$ cat config.mk
export PLATFORM = sky130hd
export DESIGN_NAME = scrambler_top
export DESIGN_NICKNAME = d
export VERILOG_FILES = /design/src/scramble_pkg.sv /design/src/channel_lane.sv /design/src/lane_combiner.sv /design/src/scrambler_top.sv /design/src/word_deserializer.sv
export SDC_FILE = /design/constraint.sdc
export NUM_CORES = 2
export LEC_CHECK = 0
export ABC_AREA = 1
export BUFFER_PORTS_ARGS = -buffer_cell sky130_fd_sc_hd__buf_4
export CAP_MARGIN = 10
export CORE_MARGIN = 2
export CORE_UTILIZATION = 40
export CTS_BUF_LIST = sky130_fd_sc_hd__clkbuf_2
export DETAILED_ROUTE_END_ITERATION = 8
export GPL_TIMING_DRIVEN = 0
export SLEW_MARGIN = 20
export SYNTH_ARGS = -nofsm -noshare
export SYNTH_HDL_FRONTEND = slang
export SYNTH_SLANG_ARGS = --single-unit
$ cat constraint.sdc
create_clock -name clk -period 39.1 [get_ports clk]
set_clock_uncertainty 0.05 [all_clocks]
set_input_delay 3.91 -clock clk [delete_from_list [all_inputs] [get_ports clk]]
set_output_delay 3.91 -clock clk [all_outputs]
set_load 0.02 [all_outputs]
$ cat src/scramble_pkg.sv
// scrambler shared definitions
// word layout, stage codes and the three stage operations used by the lanes

package scramble_pkg;

	localparam int word_w = 32;

	// five 3-bit stage codes per lane, stage 0 in the low bits
	localparam int recipe_w = 15;

	localparam logic [2:0] stage_gray = 3'd1;
	localparam logic [2:0] stage_rot  = 3'd2;
	localparam logic [2:0] stage_inv  = 3'd3;

	// same 32 bits seen as a whole word or as four bytes
	typedef union packed {
		logic [word_w-1:0] word;
		logic [3:0][7:0]   bytes; // bytes[0] is the least significant
	} word_u;

	// binary to gray
	function automatic word_u gray_word(word_u w);
		word_u r;
		r.word = w.word ^ (w.word >> 1);
		return r;
	endfunction

	// byte rotate toward byte 0, amount from the word's own low bits
	function automatic word_u rot_word(word_u w);
		word_u r;
		logic [1:0] amt;
		amt = w.bytes[0][1:0];
		for (int i = 0; i < 4; i++) begin
			r.bytes[i] = w.bytes[(i + amt) % 4];
		end
		return r;
	endfunction

	function automatic word_u inv_word(word_u w);
		word_u r;
		r.word = ~w.word;
		return r;
	endfunction

	// dispatch on a stage code, unknown codes pass the word unchanged
	function automatic word_u apply_stage(logic [2:0] code, word_u w);
		word_u r;
		case (code)
			stage_gray: r = gray_word(w);
			stage_rot:  r = rot_word(w);
			stage_inv:  r = inv_word(w);
			default:    r = w;
		endcase
		return r;
	endfunction

endpackage

$ cat src/channel_lane.sv
// scrambler lane
// five registered stages, each gray, byte rotate or invert as the recipe says
`timescale 1ns/1ps

module channel_lane #(
	parameter logic [scramble_pkg::recipe_w-1:0] recipe = 15'b001_001_001_001_001
) (
	input  logic                             clk,
	input  logic                             rst,
	input  logic [scramble_pkg::word_w-1:0] lane_in,
	input  logic                             in_valid,
	output logic [scramble_pkg::word_w-1:0] lane_word,
	output logic                             lane_valid
);
	import scramble_pkg::*;

	localparam int n_stages = recipe_w / 3;

	word_u                stage_q [0:n_stages-1];
	logic [n_stages-1:0]  valid_q;

	for (genvar g = 0; g < n_stages; g++) begin : g_stage
		localparam logic [2:0] code = recipe[3*g +: 3];

		word_u stage_d;

		if (g == 0) begin : g_first
			assign stage_d = lane_in;
		end else begin : g_next
			assign stage_d = stage_q[g-1];
		end

		always_ff @(posedge clk or posedge rst) begin
			if (rst)
				stage_q[g] <= '0;
			else
				stage_q[g] <= apply_stage(code, stage_d);
		end

		// catches a lane built with a code the stages do not know
		initial begin
			a_code_valid: assert (code == stage_gray || code == stage_rot || code == stage_inv)
				else $fatal(1, "lane recipe stage %0d has bad code %0d", g, code);
		end
	end

	// valid rides next to the data, one bit per stage
	always_ff @(posedge clk or posedge rst) begin
		if (rst)
			valid_q <= '0;
		else
			valid_q <= {valid_q[n_stages-2:0], in_valid};
	end

	assign lane_word  = stage_q[n_stages-1].word;
	assign lane_valid = valid_q[n_stages-1];

	a_lane_valid_known: assert property (@(posedge clk) disable iff (rst)
		!$isunknown(lane_valid))
		else $error("lane_valid is unknown");

endmodule

$ cat src/lane_combiner.sv
// lane combiner
// registered xor of the five lane results with the output valid
`timescale 1ns/1ps

module lane_combiner (
	input  logic                             clk,
	input  logic                             rst,
	input  logic [scramble_pkg::word_w-1:0] w0,
	input  logic [scramble_pkg::word_w-1:0] w1,
	input  logic [scramble_pkg::word_w-1:0] w2,
	input  logic [scramble_pkg::word_w-1:0] w3,
	input  logic [scramble_pkg::word_w-1:0] w4,
	input  logic                             v0,
	input  logic                             v1,
	input  logic                             v2,
	input  logic                             v3,
	input  logic                             v4,
	output logic [scramble_pkg::word_w-1:0] out,
	output logic                             out_valid
);
	import scramble_pkg::*;

	logic [word_w-1:0] mix;

	assign mix = w0 ^ w1 ^ w2 ^ w3 ^ w4;

	always_ff @(posedge clk or posedge rst) begin
		if (rst) begin
			out       <= '0;
			out_valid <= 1'b0;
		end else begin
			out       <= mix;
			out_valid <= v0; // all lanes carry the same valid
		end
	end

	// lanes share one latency, so their valid bits move in lockstep
	a_valid_agree: assert property (@(posedge clk) disable iff (rst)
		(v0 == v1) && (v0 == v2) && (v0 == v3) && (v0 == v4))
		else $error("lane valid bits disagree");

endmodule

$ cat src/scrambler_top.sv
// five-lane word scrambler
// history of five words, one recipe lane per word, xor-combined output
`timescale 1ns/1ps

module scrambler_top (
	input  logic                             clk,
	input  logic                             rst,
	input  logic [scramble_pkg::word_w-1:0] in,
	input  logic                             in_valid,
	output logic [scramble_pkg::word_w-1:0] out,
	output logic                             out_valid
);
	import scramble_pkg::*;

	// stage 0 at the right
	localparam logic [recipe_w-1:0] recipe0 = {stage_rot, stage_gray, stage_inv, stage_rot, stage_gray};
	localparam logic [recipe_w-1:0] recipe1 = {stage_gray, stage_rot, stage_rot, stage_gray, stage_inv};
	localparam logic [recipe_w-1:0] recipe2 = {stage_gray, stage_rot, stage_rot, stage_rot, stage_gray};
	localparam logic [recipe_w-1:0] recipe3 = {stage_inv, stage_rot, stage_inv, stage_gray, stage_rot};
	localparam logic [recipe_w-1:0] recipe4 = {stage_inv, stage_rot, stage_gray, stage_gray, stage_rot};

	logic [word_w-1:0] slot0, slot1, slot2, slot3, slot4;
	logic              slot_valid;
	logic [word_w-1:0] lane_word0, lane_word1, lane_word2, lane_word3, lane_word4;
	logic              lane_valid0, lane_valid1, lane_valid2, lane_valid3, lane_valid4;

	word_deserializer u_deser (
		.clk(clk), .rst(rst), .in(in), .in_valid(in_valid),
		.slot0(slot0), .slot1(slot1), .slot2(slot2), .slot3(slot3), .slot4(slot4),
		.slot_valid(slot_valid)
	);

	// slot c counted back from the newest feeds lane c
	channel_lane #(.recipe(recipe0)) u_lane0 (
		.clk(clk), .rst(rst), .lane_in(slot0), .in_valid(slot_valid),
		.lane_word(lane_word0), .lane_valid(lane_valid0)
	);
	channel_lane #(.recipe(recipe1)) u_lane1 (
		.clk(clk), .rst(rst), .lane_in(slot1), .in_valid(slot_valid),
		.lane_word(lane_word1), .lane_valid(lane_valid1)
	);
	channel_lane #(.recipe(recipe2)) u_lane2 (
		.clk(clk), .rst(rst), .lane_in(slot2), .in_valid(slot_valid),
		.lane_word(lane_word2), .lane_valid(lane_valid2)
	);
	channel_lane #(.recipe(recipe3)) u_lane3 (
		.clk(clk), .rst(rst), .lane_in(slot3), .in_valid(slot_valid),
		.lane_word(lane_word3), .lane_valid(lane_valid3)
	);
	channel_lane #(.recipe(recipe4)) u_lane4 (
		.clk(clk), .rst(rst), .lane_in(slot4), .in_valid(slot_valid),
		.lane_word(lane_word4), .lane_valid(lane_valid4)
	);

	lane_combiner u_comb (
		.clk(clk), .rst(rst),
		.w0(lane_word0), .w1(lane_word1), .w2(lane_word2), .w3(lane_word3), .w4(lane_word4),
		.v0(lane_valid0), .v1(lane_valid1), .v2(lane_valid2), .v3(lane_valid3),
		.v4(lane_valid4),
		.out(out), .out_valid(out_valid)
	);

endmodule

$ cat src/word_deserializer.sv
// word deserializer
// keeps the five most recent accepted words and snapshots them for the lanes
`timescale 1ns/1ps

module word_deserializer (
	input  logic                             clk,
	input  logic                             rst,
	input  logic [scramble_pkg::word_w-1:0] in,
	input  logic                             in_valid,
	output logic [scramble_pkg::word_w-1:0] slot0,
	output logic [scramble_pkg::word_w-1:0] slot1,
	output logic [scramble_pkg::word_w-1:0] slot2,
	output logic [scramble_pkg::word_w-1:0] slot3,
	output logic [scramble_pkg::word_w-1:0] slot4,
	output logic                             slot_valid
);
	import scramble_pkg::*;

	logic [word_w-1:0] shift_q [0:4]; // [0] newest
	logic              acc_valid;

	// history only moves on an accepted word
	always_ff @(posedge clk or posedge rst) begin
		if (rst) begin
			for (int i = 0; i < 5; i++)
				shift_q[i] <= '0;
			acc_valid <= 1'b0;
		end else begin
			if (in_valid) begin
				shift_q[0] <= in;
				for (int i = 1; i < 5; i++)
					shift_q[i] <= shift_q[i-1];
			end
			acc_valid <= in_valid;
		end
	end

	// capture register, one edge behind the shift
	always_ff @(posedge clk or posedge rst) begin
		if (rst) begin
			slot0      <= '0;
			slot1      <= '0;
			slot2      <= '0;
			slot3      <= '0;
			slot4      <= '0;
			slot_valid <= 1'b0;
		end else begin
			slot0      <= shift_q[0];
			slot1      <= shift_q[1];
			slot2      <= shift_q[2];
			slot3      <= shift_q[3];
			slot4      <= shift_q[4];
			slot_valid <= acc_valid; // lines up with the snapshot
		end
	end

	a_in_valid_known: assert property (@(posedge clk) disable iff (rst) !$isunknown(in_valid))
		else $error("in_valid is unknown");

endmodule
# --- Yosys cells after proc, flatten, opt, wreduce, memory -nomap -nowiden ---
# Cells that the tools add are included.
# W data, S select, Z words.
op_classes:
  bitwise: 18
  muxes: 88
  magnitude_cmp: 44
  add_sub_neg: 33
ops:
  columns: ["cell", "count"]
  rows:
  - ["$bmux W8 S2", 44]
  - ["$mux W8", 44]
  - ["$xor A32 B31 Y32", 9]
  - ["$not A32 Y32", 5]
  - ["$lt A2 B3 Y1 const B", 44]
  - ["$xor A32 B32 Y32", 4]
  - ["$add A2 B2 Y2 const A", 22]
  - ["$add A1 B2 Y2 const A", 11]
word_totals:
  word_cells: 223
  register_bits: 1160
  out_inout_bits: 33

# --- Logic depth before layout (Yosys ltp) ---
logic_depth:
  ltp_word: 4
  mapped_depth: 8
  ltp_nobuf: 7

# --- Modules after synthesis ---
# From an unflattened synthesis, not the netlist that was laid out.
hier_totals:
  hier_cells: 4977
  area_unflattened_um2: 46897.5
by_module_without_submodules:
  columns: ["mod", "area_per_inst_um2", "n_inst", "cells_per_inst", "seq_area_each_um2"]
  rows:
  - ["word_deserializer", 10118.5, 1, 839, 8057.7]
  - ["channel_lane at u_lane2", 7468.4, 1, 879, 4129.0]
  - ["channel_lane at u_lane1", 6656.4, 1, 694, 4129.0]
  - ["channel_lane at u_lane4", 6650.1, 1, 694, 4129.0]
  - ["channel_lane at u_lane0", 6648.9, 1, 694, 4129.0]
  - ["channel_lane at u_lane3", 6496.2, 1, 695, 4129.0]
  - ["lane_combiner", 2859.0, 1, 482, 825.8]

# --- Least setup slack after synthesis ---
# No wires, ideal clock.
synth_timing:
  path_kind: "input -> register"
  startpoint: "input port in_valid"
  endpoint: "register u_deser.shift_q[10] in the netlist's numbering"
  slack_ns: 34.286
  t_arrival_ns: 4.639
  cell_stages: 4
  path_buffers: 3
  required_ns: 38.925
  path_cell_list: "buf_2 -> buf_6 -> buf_6 -> mux2_2"
synth_rtl:
  columns: ["item", "line_no", "text"]
  rows:
  - ["from (decl)", "scrambler_top.sv:9", "input logic in_valid,"]
  - ["to (signal, indexed assignment)", "word_deserializer.sv:32", "shift_q[i] <= shift_q[i-1];"]
  - ["to (decl)", "word_deserializer.sv:19", "logic [word_w-1:0] shift_q [0:4];"]
# No word-level cell between the ends.

# --- Final worst setup path ---
layout_timing:
  startpoint: "register u_comb.out[16] in the netlist's numbering"
  endpoint: "output port out[16] in the netlist's numbering"
layout_rtl:
  columns: ["item", "line_no", "text"]
  rows:
  - ["from (decl)", "lane_combiner.sv:18", "output logic [scramble_pkg::word_w-1:0] out,"]
  - ["from (signal assigned)", "lane_combiner.sv:32", "out <= mix;"]
  - ["to (decl)", "scrambler_top.sv:10", "output logic [scramble_pkg::word_w-1:0] out,"]
# No word-level cell between the ends.

==> flow_summary.ini <==
[setup_path]
cp_data_required_time_ns = 35.14
critPathMaxFanout = 1
max_stage_delay_ns = 0.37
cp-start-kind = flop
critical_path_arrival_ns = 2.04
end_kind = output port
cp_num_buf_inv = 1
cp_top_family = flip-flops
path_cells = buf_4
slowest_stage = dfrtp_1
crit_type = reg2out

[timing]
setup_viol = 0
drv_slew = 0
min_period_over_period_pct = 15.3
worstMarginPinSlew_ns = 1.00
rsz0062_at_grt = no
fin_crit_ns = 6.00
max_freq_mhz = 167
slew_headroom_pct = 33.1
hold_viol = 0

[route]
route.vias.total = 27476
drtAntennaViolNets = 0
drc = 0
dr.pass1.iters = 5
drt-wirelength-per-cell_um = 15.8
wirelength_um = 96400
initialDrtViolationCount = 1883
vias_per_cell = 4.51

[synth]
yosysTopAreaCell = dfrtp_1
synthCells = 4109
synth_top_cell_area_share_pct = 67.0
synth_common_cells = dfrtp_1, nand2_1, o21ai_0
ys_types = 23
ys_dominant_reg_cell = dfrtp_1
synth_edf_count = 0
ys_warn_count = 0
async_reset_ff_share_pct = 100
avgSynthCellArea_um2 = 10.5
synth_area_um2 = 43300
synth_most_common_cell = dfrtp_1
yosys_register_bits = 1160
synth_nets = 4144
yosysSeqAreaShare_pct = 67.0
synth_area_leaders = dfrtp_1, nand2_1, o21ai_0

[cts]
clk_path_buf_depth = 4
cts_made_buffers = 307
cts_tree = built
postCtsSetupBuffers = 0
cts-htree-levels = 5
root_buffer = clkbuf_2
clk_pin_slew_ns = 0.11
cts_hold_buf = 0
cts_num_sinks = 1160
cts_resized = 0
clk_latency_ns = 1.52

[die]
die_w_um = 333
die_area_um2 = 111000
die-height_um = 333
core_region_area_um2 = 107000
io_pins = 68
rows = 120
start_util_pct = 40.4

[pwr]
leakage_nw = 24.6
seq_power_share_pct = 48.8
p_comb_share_pct = 31.0
switchingPower_w = 0.00150
p_per_area_nw_per_um2 = 79.0
peakVddDrop_v = 0.0000233
intPower_w = 0.00233
swShare_pct = 39.2
clkPwrFrac_pct = 20.2
p_total_w = 0.00383

[grt]
grt_first_pass_wirelength_um = 153000
grt_pass1_vias = 27759
grt.overflow.total = 0
grt_max_degree = 107
antenna_found_initial = 2
grt_usage_pct = 17.9

[cells_and_area]
nNetsFinal = 4533
layout-drive-gt1-share_pct = 15.3
stdcell_count = 6097
syn_to_final_growth_pct = 11.9

[job]
drv_cap = 0

[placed_design]
io_buffers = 67
place_congestion = 0.888
post-dp-hpwl_um = 73300
post-place-cells = 5592

[hold_path]
hold_class = reg2reg

[status]
status = finished, final reports clean
layer usage:
metal  GRT usage, %  wire length [um]  vias up
met5              0                 0        -
met4           7.47              2880        0
met3           4.01              3980      134
met2           28.4             45700      600
met1           23.9             43800    13012
li1               -                 -    13730
sequential cells by signal, summed over array words and instances (netlist names), 128 cells and up:
name                     cells
u_deser.shift_q            160
u_lane0.g_stage.stage_d    128
u_lane1.g_stage.stage_d    128
u_lane2.g_stage.stage_d    128
u_lane3.g_stage.stage_d    128
u_lane4.g_stage.stage_d    128
power groups by stage:
stage          sequential (W)  combinational, W  clock (W)
6_report              0.00187           0.00119   0.000774
3_3_place_gp          0.00191           0.00117          0
5_1_grt               0.00192           0.00135   0.000881
4_1_cts               0.00188           0.00120   0.000808
3_5_place_dp          0.00190           0.00120          0
2_1_floorplan         0.00185          0.000775          0
layout by cell type, fill, tap and decap left out, types with 32 or more instances in the layout:
cell type  synthesis  layout
a21oi_1           80      80
buf_2             85      85
buf_4             12      79
clkbuf_1          32      32
clkbuf_2           1     419
clkinv_1           0      60
dfrtp_1         1160    1160
inv_1            517     516
inv_2             30      33
mux2_2            32      32
nand2_1          909     909
nand3_1           86      86
nor2_1           112     112
o21ai_0          628     628
o21ai_1           52      52
xor2_1           311     311
per-stage QoR:
stage / util [%] / hold WS [ns] / TNS, ns / setup slack, ns / area, um2
detailed placement: 42.8 / 0.288 / 0 / 32.91 / 46000
finish: 45.2 / 0.245 / 0 / 33.10 / 48500
global placement: 42.5 / 0.285 / -9382.88 / -8.22 / 45600
floorplan: - / 0.281 / 0 / 2.47 / 43300
CTS: 45.2 / 0.243 / 0 / 32.94 / 48500
global route: 45.2 / 0.249 / 0 / 32.90 / 48500
path summary, 6_finish.rpt:
| kind | startpoint | to | slack [ns] | cells after the start |
|---|---|---|---|---|
| setup / recovery | u_comb.out[16]$_DFF_PP0_ | out[16] | 33.10 | 1 |
| hold / removal | u_deser.shift_q[140]$_DFFE_PP0P_ | u_deser.slot0[12]$_DFF_PP0_ | 0.25 | 0 |
| setup reg to reg | u_lane4.g_stage[3].stage_d[0]$_DFF_PP0_ | u_lane4.g_stage[4].stage_d[29]$_DFF_PP0_ | 37.42 | 4 |
| hold reg to reg | u_deser.shift_q[140]$_DFFE_PP0P_ | u_deser.slot0[12]$_DFF_PP0_ | 0.25 | 0 |
| max in group asynchronous | rst | u_lane1.g_stage[1].stage_d[15]$_DFF_PP0_ | 34.49 | 7 |
| min in group asynchronous | rst | u_lane4.g_stage[1].stage_d[27]$_DFF_PP0_ | 2.49 | 3 |
final cells by class:
cell class | count | area [um2]
fillers | 10180 | 58800
flip-flops and latches | 1160 | 29000
multi-input cells | 2254 | 11400
clock buffers | 418 | 2090
inverters | 550 | 2080
well taps | 1403 | 1760
repair buffers | 80 | 861
plain buffers | 145 | 810
clock inverters | 81 | 437
diodes | 6 | 15.0
logic make-up after synthesis:
| kind of cell | after synthesis | synth area share [%] |
|---|---|---|
| and+or+nand+nor | 1129 | 10.1 |
| xor gates and xnor gates | 311 | 6.28 |
| buffers and inverters | 695 | 6.66 |
| DFF | 1160 | 67.0 |
| muxes | 32 | 0.831 |
| AOI/OAI and AO/OA | 782 | 9.12 |
Power figures use the tool's default switching activity.
